**src/logic/exec_pkg.sv**
```systemverilog
package exec_pkg;

    localparam int DATA_W = 64;
    localparam int HALF_W = 32;

    typedef logic [DATA_W-1:0] word_t;

    // sub is shared with set-less-than
    typedef enum logic [2:0] {
        ALU_ADD = 3'd0,
        ALU_SUB = 3'd1,
        ALU_AND = 3'd2,
        ALU_OR  = 3'd3,
        ALU_XOR = 3'd4,
        ALU_NOR = 3'd5
    } alu_op_e;

    typedef enum logic [1:0] {
        FWD_REG = 2'd0,
        FWD_EX  = 2'd1,
        FWD_MEM = 2'd2
    } fwd_sel_e;

    typedef enum logic [1:0] {
        SRC2_REG  = 2'd0,
        SRC2_SEXT = 2'd1,
        SRC2_ZEXT = 2'd2
    } src2_sel_e;

    // word moves applied after the shifter gives shifts of 32 and up
    typedef enum logic [1:0] {
        P32_NONE = 2'd0,
        P32_UP   = 2'd1,
        P32_DOWN = 2'd2
    } plus32_sel_e;

    typedef struct packed {
        logic [5:0]  op;
        logic [4:0]  rs;
        logic [4:0]  rt;
        logic [15:0] imm16;
    } inst_imm_t;

    typedef struct packed {
        logic [5:0] op;
        logic [4:0] rs;
        logic [4:0] rt;
        logic [4:0] rd;
        logic [4:0] shamt;
        logic [5:0] funct;
    } inst_reg_t;

    typedef union packed {
        inst_imm_t itype;
        inst_reg_t rtype;
    } inst_word_u;

    typedef struct packed {
        inst_word_u  inst;
        word_t       a_data;
        word_t       b_data;
        word_t       pc4;
        word_t       pc_branch;
        fwd_sel_e    forward_a;
        fwd_sel_e    forward_b;
        src2_sel_e   alu_src2;
        alu_op_e     alu_op;
        logic        slt;
        logic        cut_alu_out32;
        logic        shift_right;
        logic        shift_arith;
        logic        cut_shifter_out32;
        plus32_sel_e shifter_plus32;
        logic        alu_shifter_src;
        logic        lui;
        logic [4:0]  w_regnum;
        logic        write_enable;
        logic        mem_read;
        logic        word_we;
        logic        byte_we;
        logic        byte_load;
        logic        signed_byte;
        logic        beq;
        logic        bne;
    } id_regs_t;

    typedef struct packed {
        word_t      out;
        word_t      b_data;
        word_t      slt_out;
        word_t      pc4;
        word_t      pc_branch;
        logic [4:0] w_regnum;
        logic       overflow;
        logic       zero;
        logic [2:0] sel;
        logic       write_enable;
        logic       mem_read;
        logic       word_we;
        logic       byte_we;
        logic       byte_load;
        logic       signed_byte;
        logic       beq;
        logic       bne;
    } ex_regs_t;

    typedef struct packed {
        logic overflow;
        logic zero;
        logic negative;
    } alu_flags_t;

endpackage

```
**src/logic/operand_forward.sv**
```systemverilog
`timescale 1ns/1ps

module operand_forward
    import exec_pkg::*;
(
    input  id_regs_t id_regs,
    input  word_t    ex_out,
    input  word_t    mem_data,
    output word_t    fwd_a,
    output word_t    fwd_b,
    output word_t    b_in
);

    word_t sign_ext_imm;
    word_t zero_ext_imm;

    // one forwarding mux serves both operands
    function automatic word_t pick_source(
        input fwd_sel_e sel,
        input word_t    reg_value,
        input word_t    ex_value,
        input word_t    mem_value
    );
        word_t picked;
        case (sel)
            FWD_EX:  picked = ex_value;
            FWD_MEM: picked = mem_value;
            default: picked = reg_value;
        endcase
        return picked;
    endfunction

    assign fwd_a = pick_source(id_regs.forward_a, id_regs.a_data, ex_out, mem_data);
    assign fwd_b = pick_source(id_regs.forward_b, id_regs.b_data, ex_out, mem_data);

    assign sign_ext_imm = {{(DATA_W-16){id_regs.inst.itype.imm16[15]}},
                           id_regs.inst.itype.imm16};
    assign zero_ext_imm = {{(DATA_W-16){1'b0}}, id_regs.inst.itype.imm16};

    always_comb begin
        case (id_regs.alu_src2)
            SRC2_SEXT: b_in = sign_ext_imm;
            SRC2_ZEXT: b_in = zero_ext_imm;
            // unused code falls back to the register operand
            default:   b_in = fwd_b;
        endcase
    end

endmodule

```
**src/logic/int_alu.sv**
```systemverilog
`timescale 1ns/1ps

module int_alu
    import exec_pkg::*;
(
    input  word_t      a,
    input  word_t      b,
    input  alu_op_e    alu_op,
    input  logic       cut_out32,
    output word_t      result,
    output alu_flags_t flags
);

    logic  subtract;
    logic  arith;
    word_t b_eff;
    word_t sum;
    word_t raw;

    // subtract shares the adder as a + ~b + 1
    assign subtract = (alu_op == ALU_SUB);
    assign arith    = (alu_op == ALU_ADD) || subtract;
    assign b_eff    = subtract ? ~b : b;
    assign sum      = a + b_eff + word_t'(subtract);

    always_comb begin
        case (alu_op)
            ALU_ADD: raw = sum;
            ALU_SUB: raw = sum;
            ALU_AND: raw = a & b;
            ALU_OR:  raw = a | b;
            ALU_XOR: raw = a ^ b;
            ALU_NOR: raw = ~(a | b);
            default: raw = sum;
        endcase
    end

    // signed overflow when operands agree in sign but the sum does not
    assign flags.overflow = arith
                          & (a[DATA_W-1] == b_eff[DATA_W-1])
                          & (sum[DATA_W-1] != a[DATA_W-1]);

    // flags look at the full width before any cut
    assign flags.zero     = (raw == '0);
    assign flags.negative = raw[DATA_W-1];

    assign result = cut_out32 ? {{HALF_W{raw[HALF_W-1]}}, raw[HALF_W-1:0]} : raw;

endmodule

```
**src/logic/barrel_shifter.sv**
```systemverilog
`timescale 1ns/1ps

module barrel_shifter
    import exec_pkg::*;
(
    input  word_t       value,
    input  logic [4:0]  shamt,
    input  logic        shift_right,
    input  logic        shift_arith,
    input  logic        cut_out32,
    input  plus32_sel_e plus32,
    output word_t       result
);

    logic  fill;
    word_t stage [6];
    word_t cut;

    // arithmetic right shifts copy the top bit in
    assign fill     = shift_right & shift_arith & value[DATA_W-1];
    assign stage[0] = value;

    // stage k shifts by 2**k when shamt[k] is set
    for (genvar k = 0; k < 5; k++) begin : g_stage
        localparam int N = 1 << k;
        assign stage[k+1] = !shamt[k]   ? stage[k] :
                            shift_right ? {{N{fill}}, stage[k][DATA_W-1:N]} :
                                          {stage[k][DATA_W-1-N:0], {N{1'b0}}};
    end

    assign cut = cut_out32 ? {{HALF_W{stage[5][HALF_W-1]}}, stage[5][HALF_W-1:0]}
                           : stage[5];

    always_comb begin
        case (plus32)
            P32_UP:   result = {cut[HALF_W-1:0], {HALF_W{1'b0}}};
            P32_DOWN: result = {{HALF_W{1'b0}}, cut[DATA_W-1:HALF_W]};
            default:  result = cut;
        endcase
    end

endmodule

```
**src/logic/ex_result_latch.sv**
```systemverilog
`timescale 1ns/1ps

module ex_result_latch
    import exec_pkg::*;
(
    input  logic       clock,
    input  logic       reset,
    input  logic       flush,
    input  id_regs_t   id_regs,
    input  word_t      alu_out,
    input  alu_flags_t alu_flags,
    input  word_t      shift_out,
    input  word_t      fwd_a,
    input  word_t      b_in,
    input  word_t      fwd_b,
    output ex_regs_t   ex_regs
);

    word_t    unit_out;
    word_t    lui_value;
    word_t    result;
    word_t    slt_value;
    logic     less_than;
    ex_regs_t next_regs;

    assign unit_out = id_regs.alu_shifter_src ? shift_out : alu_out;

    // imm16 lands in bits 31:16 and is sign-extended from bit 31
    assign lui_value = {{HALF_W{id_regs.inst.itype.imm16[15]}},
                        id_regs.inst.itype.imm16, 16'b0};
    assign result    = id_regs.lui ? lui_value : unit_out;

    // a < b when a is negative and b is not, or signs agree and a - b is negative
    assign less_than = (fwd_a[DATA_W-1] & ~b_in[DATA_W-1])
                     | ((fwd_a[DATA_W-1] == b_in[DATA_W-1]) & alu_flags.negative);
    assign slt_value = id_regs.slt ? {{(DATA_W-1){1'b0}}, less_than} : unit_out;

    always_comb begin
        next_regs.out          = result;
        next_regs.b_data       = fwd_b;
        next_regs.slt_out      = slt_value;
        next_regs.pc4          = id_regs.pc4;
        next_regs.pc_branch    = id_regs.pc_branch;
        next_regs.w_regnum     = id_regs.w_regnum;
        next_regs.overflow     = alu_flags.overflow;
        next_regs.zero         = alu_flags.zero;
        next_regs.sel          = id_regs.inst.rtype.funct[2:0];
        next_regs.write_enable = id_regs.write_enable;
        next_regs.mem_read     = id_regs.mem_read;
        next_regs.word_we      = id_regs.word_we;
        next_regs.byte_we      = id_regs.byte_we;
        next_regs.byte_load    = id_regs.byte_load;
        next_regs.signed_byte  = id_regs.signed_byte;
        next_regs.beq          = id_regs.beq;
        next_regs.bne          = id_regs.bne;
    end

    // flush turns the slot into a bubble
    always_ff @(posedge clock or posedge reset) begin
        if (reset) begin
            ex_regs <= '0;
        end else if (flush) begin
            ex_regs <= '0;
        end else begin
            ex_regs <= next_regs;
        end
    end

endmodule

```
**src/logic/execute_stage.sv**
```systemverilog
`timescale 1ns/1ps

module execute_stage
    import exec_pkg::*;
(
    input  logic     clock,
    input  logic     reset,
    input  logic     flush,
    input  id_regs_t id_regs,
    input  word_t    mem_data,
    output ex_regs_t ex_regs
);

    word_t      fwd_a;
    word_t      fwd_b;
    word_t      b_in;
    word_t      alu_out;
    word_t      shift_out;
    alu_flags_t alu_flags;

    // last registered result goes back as the execute forwarding source
    operand_forward u_operand_forward (
        .id_regs  (id_regs),
        .ex_out   (ex_regs.out),
        .mem_data (mem_data),
        .fwd_a    (fwd_a),
        .fwd_b    (fwd_b),
        .b_in     (b_in)
    );

    int_alu u_int_alu (
        .a         (fwd_a),
        .b         (b_in),
        .alu_op    (id_regs.alu_op),
        .cut_out32 (id_regs.cut_alu_out32),
        .result    (alu_out),
        .flags     (alu_flags)
    );

    barrel_shifter u_barrel_shifter (
        .value       (fwd_b),
        .shamt       (id_regs.inst.rtype.shamt),
        .shift_right (id_regs.shift_right),
        .shift_arith (id_regs.shift_arith),
        .cut_out32   (id_regs.cut_shifter_out32),
        .plus32      (id_regs.shifter_plus32),
        .result      (shift_out)
    );

    ex_result_latch u_ex_result_latch (
        .clock     (clock),
        .reset     (reset),
        .flush     (flush),
        .id_regs   (id_regs),
        .alu_out   (alu_out),
        .alu_flags (alu_flags),
        .shift_out (shift_out),
        .fwd_a     (fwd_a),
        .b_in      (b_in),
        .fwd_b     (fwd_b),
        .ex_regs   (ex_regs)
    );

endmodule

```
**config.mk**
```make
export PLATFORM = sky130hd
export DESIGN_NAME = execute_stage
export DESIGN_NICKNAME = d
export VERILOG_FILES = /design/src/logic/exec_pkg.sv /design/src/logic/operand_forward.sv /design/src/logic/int_alu.sv /design/src/logic/barrel_shifter.sv /design/src/logic/ex_result_latch.sv /design/src/logic/execute_stage.sv
export SDC_FILE = /design/constraint.sdc
export NUM_CORES = 2
export LEC_CHECK = 0
export ABC_CLOCK_PERIOD_IN_PS = 10830
export BUFFER_PORTS_ARGS = -buffer_cell sky130_fd_sc_hd__buf_2
export CAP_MARGIN = 20
export CORE_MARGIN = 2
export CORE_UTILIZATION = 30
export DETAILED_ROUTE_END_ITERATION = 8
export GPL_TIMING_DRIVEN = 0
export SLEW_MARGIN = 20
export SYNTH_ARGS = -nofsm -noshare
export SYNTH_HDL_FRONTEND = slang
export SYNTH_SLANG_ARGS = --single-unit
export TNS_END_PERCENT = 10
```
**constraint.sdc**
```tcl
create_clock -name clock -period 10.83 [get_ports clock]
set_input_delay 0 -clock clock [delete_from_list [all_inputs] [get_ports clock]]
set_output_delay 0 -clock clock [all_outputs]
set_load 0.05 [all_outputs]
```
==> results.py <==
metrics = {
    "run_status": {
        "outcome": "finished, violations left",
        "violations": "DRC, hold timing",
    },
    "logic_synthesis": {
        "synth_seq_cells": 338,
        "syn_nets": 5161,
        "netlist_area_mm2": 0.0349,
        "yosysWarnings": 0,
        "ys_types": 104,
        "syn_inst": 4574,
        "synth_flop_cell": "dfrtp_1",
        "synth_edf_count": 0,
        "syn_area_per_cell_um2": 7.62,
        "ys_seq_area_share_pct": 24.3,
        "async_flop_share_pct": 100,
    },
    "final_layout": {
        "layout_common_cells": "774 x buf_2, 426 x nand2_1, 359 x nor2_1",
        "area_delta_synth_final_pct": 26.4,
        "drive_gt1_share_pct": 19.7,
        "largest_register_ffs": 338,
        "top_register": "u_ex_result_latch.ex_regs",
        "final_common_cell": "buf_2",
        "fin_area_mm2": 0.0441,
        "largest_registers": "u_ex_result_latch.ex_regs: 338 flops",
        "nets": 6110,
    },
    "timing": {
        "rsz0062_at_grt": "false",
        "setup_viol": 0,
        "holdWs_ps": -4.81,
        "max_slew_margin_pct": 4.91,
        "setup_slack_ps": 604,
        "totalNegativeSetupSlack_ps": 0,
        "fmax_mhz": 97.8,
        "max_slew.worst_pin.slew_ps": 1420,
        "fin_skew_ps": 68.1,
        "finalCritPeriodShare_pct": 94.4,
        "drv_slew": 0,
        "finalHoldViolCount": 2,
        "min_period_ps": 10230,
    },
    "worst_setup_path": {
        "r2r_end": "u_ex_result_latch.ex_regs[11]",
        "crit_buf_inv": 9,
        "startpoint": "id_regs[294]",
        "required_ps": 11320,
        "path_common_cell": "buf_2",
        "rrSetupSlack_ps": 1780,
        "slowest_delay_ps": 880,
        "worstSetupPathDepth": 24,
        "cp-end-kind": "register",
        "worstSetupStartpointType": "input pin",
        "rr_startpoint": "u_ex_result_latch.ex_regs[279]",
        "cpLargestDelayFamily": "buffers and inverters",
        "timing.critical_path.cells": "buf_2, buf_2, buf_2, buf_2, buf_2, clkbuf_1, buf_1, clkbuf_2, a22oi_1, xnor2_1, ha_1, a21o_1, a211oi_1, o21a_1, clkbuf_1, o31ai_1, xor2_1, o21ai_1, o311ai_0, nor4_1, nand4_1, nor4b_1, nand4_1, nor4_1",
        "critPathCapture": "u_ex_result_latch.ex_regs[11]",
        "path_max_fanout": 10,
        "cp_slowest_cell": "o21ai_1",
        "reg2reg_depth": 18,
        "arrival_ps": 10710,
        "path_class": "in2reg",
    },
    "pwr": {
        "seqPwrFrac_pct": 21.0,
        "pwr-share-comb_pct": 57.8,
        "p_per_area_mw_per_mm2": 160,
        "p_leak_nw": 19.9,
        "power.internal_mw": 3.17,
        "clkPwrFrac_pct": 21.2,
        "p_sw_mw": 3.89,
        "vdd_drop_max_uv": 125,
        "p_sw_share_pct": 55.1,
    },
    "die": {
        "start_util_pct": 30.1,
        "row_count": 125,
        "core_area_mm2": 0.116,
        "die_h_um": 345,
        "ios": 724,
        "fp.dieArea_mm2": 0.119,
        "die_w_um": 345,
    },
    "placed_design": {
        "placed_area_mm2": 0.0408,
        "port_buffers": 702,
        "place_hpwl_um": 269000,
        "place_ws_ps": 930,
        "gp_congestion": 1.18,
    },
    "clock_tree": {
        "clk_pin_slew_ps": 80,
        "clockRootBuffer": "clkbuf_16",
        "max-clock-path-buffers": 3,
        "cts.sink_count": 338,
        "cts-htree-levels": 2,
        "cts_buffers": 40,
        "cts_tree": "built",
        "clkLatencyLatePin_ps": 700,
        "ctsResizeCount": 0,
    },
    "global_route": {
        "grt_overflow_total": 0,
        "grt_max_degree": 107,
        "track_usage_pct": 54.3,
        "grt_pass1_vias": 45526,
        "antenna_found_initial": 49,
        "grt_pass1_wl_um": 429000,
    },
    "routing": {
        "remaining_drc_errors": 15,
        "drt_wl_total_um": 335000,
        "first_iter_violations": 7772,
        "wl_per_cell_um": 47.2,
        "routed_via_density": 6.91,
        "vias": 49140,
        "ant_nets": 0,
        "first_pass_iters": 9,
    },
    "min_path": {
        "hold_class": "in2reg",
    },
    "run": {
        "cap_viol_max_count": 0,
    },
}
## area by class of cell
class                           count  area [um2]
Fill cell                       12244       71700
Sequential cell                   338        8460
Clock buffer                       49        1080
Inverter                          189         717
Timing Repair Buffer              907        5550
Buffer                            384        1670
Multi-Input combinational cell   3663       24300
Clock inverter                     25         300
Antenna cell                       28        70.1
Tap cell                         1524        1910
## cells by family (layout without fill, tap and decap cells)
kind of cell               after synthesis  in the layout  share of synthesized area (%)
other                                    0             28                              0
muxes                                  120            120                           4.34
DFF                                    338            338                           24.3
AOI/OAI and AO/OA                     1647           1647                           32.4
adders and majority gates              201            201                           7.24
buffers and inverters                  573           1554                           6.79
xor gates and xnor gates               105            105                           2.64
and+or+nand+nor                       1590           1590                           22.4
## synthesized netlist by cell type, drive strengths merged, types with 21 or more instances
| cell type | count | area (um2) |
|---|---|---|
| nand2 | 427 | 1610 |
| o21ai | 382 | 1950 |
| nor2 | 363 | 1360 |
| dfrtp | 338 | 8460 |
| a21oi | 305 | 1530 |
| clkbuf | 234 | 878 |
| nor2b | 222 | 1400 |
| ha | 200 | 2500 |
| inv | 187 | 702 |
| nor3 | 173 | 871 |
| buf | 150 | 778 |
| a22oi | 116 | 871 |
| o22ai | 95 | 594 |
| a221oi | 88 | 783 |
| nand3 | 81 | 410 |
| mux2i | 77 | 771 |
| a211oi | 67 | 513 |
| xor2 | 67 | 587 |
| o211ai | 66 | 500 |
| o221ai | 63 | 571 |
| and2 | 55 | 344 |
| a31oi | 50 | 313 |
| nand2b | 49 | 307 |
| or2 | 48 | 303 |
| and3 | 42 | 268 |
| a21o | 41 | 308 |
| a221o | 39 | 390 |
| xnor2 | 38 | 333 |
| a22o | 35 | 307 |
| nand4 | 35 | 219 |
| o31ai | 34 | 274 |
| o21a | 31 | 233 |
| mux4 | 23 | 518 |
| o32ai | 22 | 193 |
| nor4 | 21 | 131 |
| or3 | 21 | 131 |
## power groups by stage
stage	logic (mW)	registers [mW]	clock network [mW]
global route	4.06	1.47	1.55
global placement	3.70	1.49	0
finish	4.09	1.48	1.50
floorplan	1.70	1.73	0
detailed placement	3.72	1.49	0
CTS	3.78	1.46	1.48
## stage by stage
| step | hold WS (ps) | utilization [%] | std cells | power [mW] |
|---|---|---|---|---|
| after floorplan | 128 | - | 4574 | 3.42 |
| after CTS | 4.41 | 38.0 | 7075 | 6.73 |
| after global placement | 218 | 34.8 | 6800 | 5.19 |
| after global routing | 13.3 | 38.0 | 7081 | 7.09 |
| final | -4.81 | 38.1 | 7107 | 7.07 |
| after detailed placement | 35.1 | 35.3 | 6830 | 5.20 |
## worst min path at each step
stage	cells after the start	startpoint	slack [ps]	to
final	4	id_regs[189]	-5	u_ex_result_latch.ex_regs[240]
after global routing	4	id_regs[186]	10	u_ex_result_latch.ex_regs[237]
after CTS	4	id_regs[189]	4	u_ex_result_latch.ex_regs[240]
after detailed placement	2	reset	40	u_ex_result_latch.ex_regs[83]
after global placement	2	id_regs[146]	220	u_ex_result_latch.ex_regs[133]
after floorplan	2	id_regs[301]	130	u_ex_result_latch.ex_regs[304]
## per-layer routing
layer / global-route usage, % / share of wire (%)
met1: 59.6 / 34
met4: 53.1 / 12
met3: 23.3 / 14
met5: 0.0801 / 0.073
met2: 77.5 / 40
## worst reg2reg max path: cells and delay by family (launching register included)
kind / cells / cell delay, ps
buf+inv: 1 / 430
xor+xnor: 2 / 340
fa+ha+maj: 1 / 410
flops: 1 / 610
simple gates: 6 / 2870
compound gates: 8 / 4250
## what timing repair did
action,4_1_cts,5_1_grt
buffers inserted,0,0
endpoints found under the hold margin,404,0
hold buffers,171,0
endpoints found under the setup margin,0,0
Power figures use the tool's default switching activity.
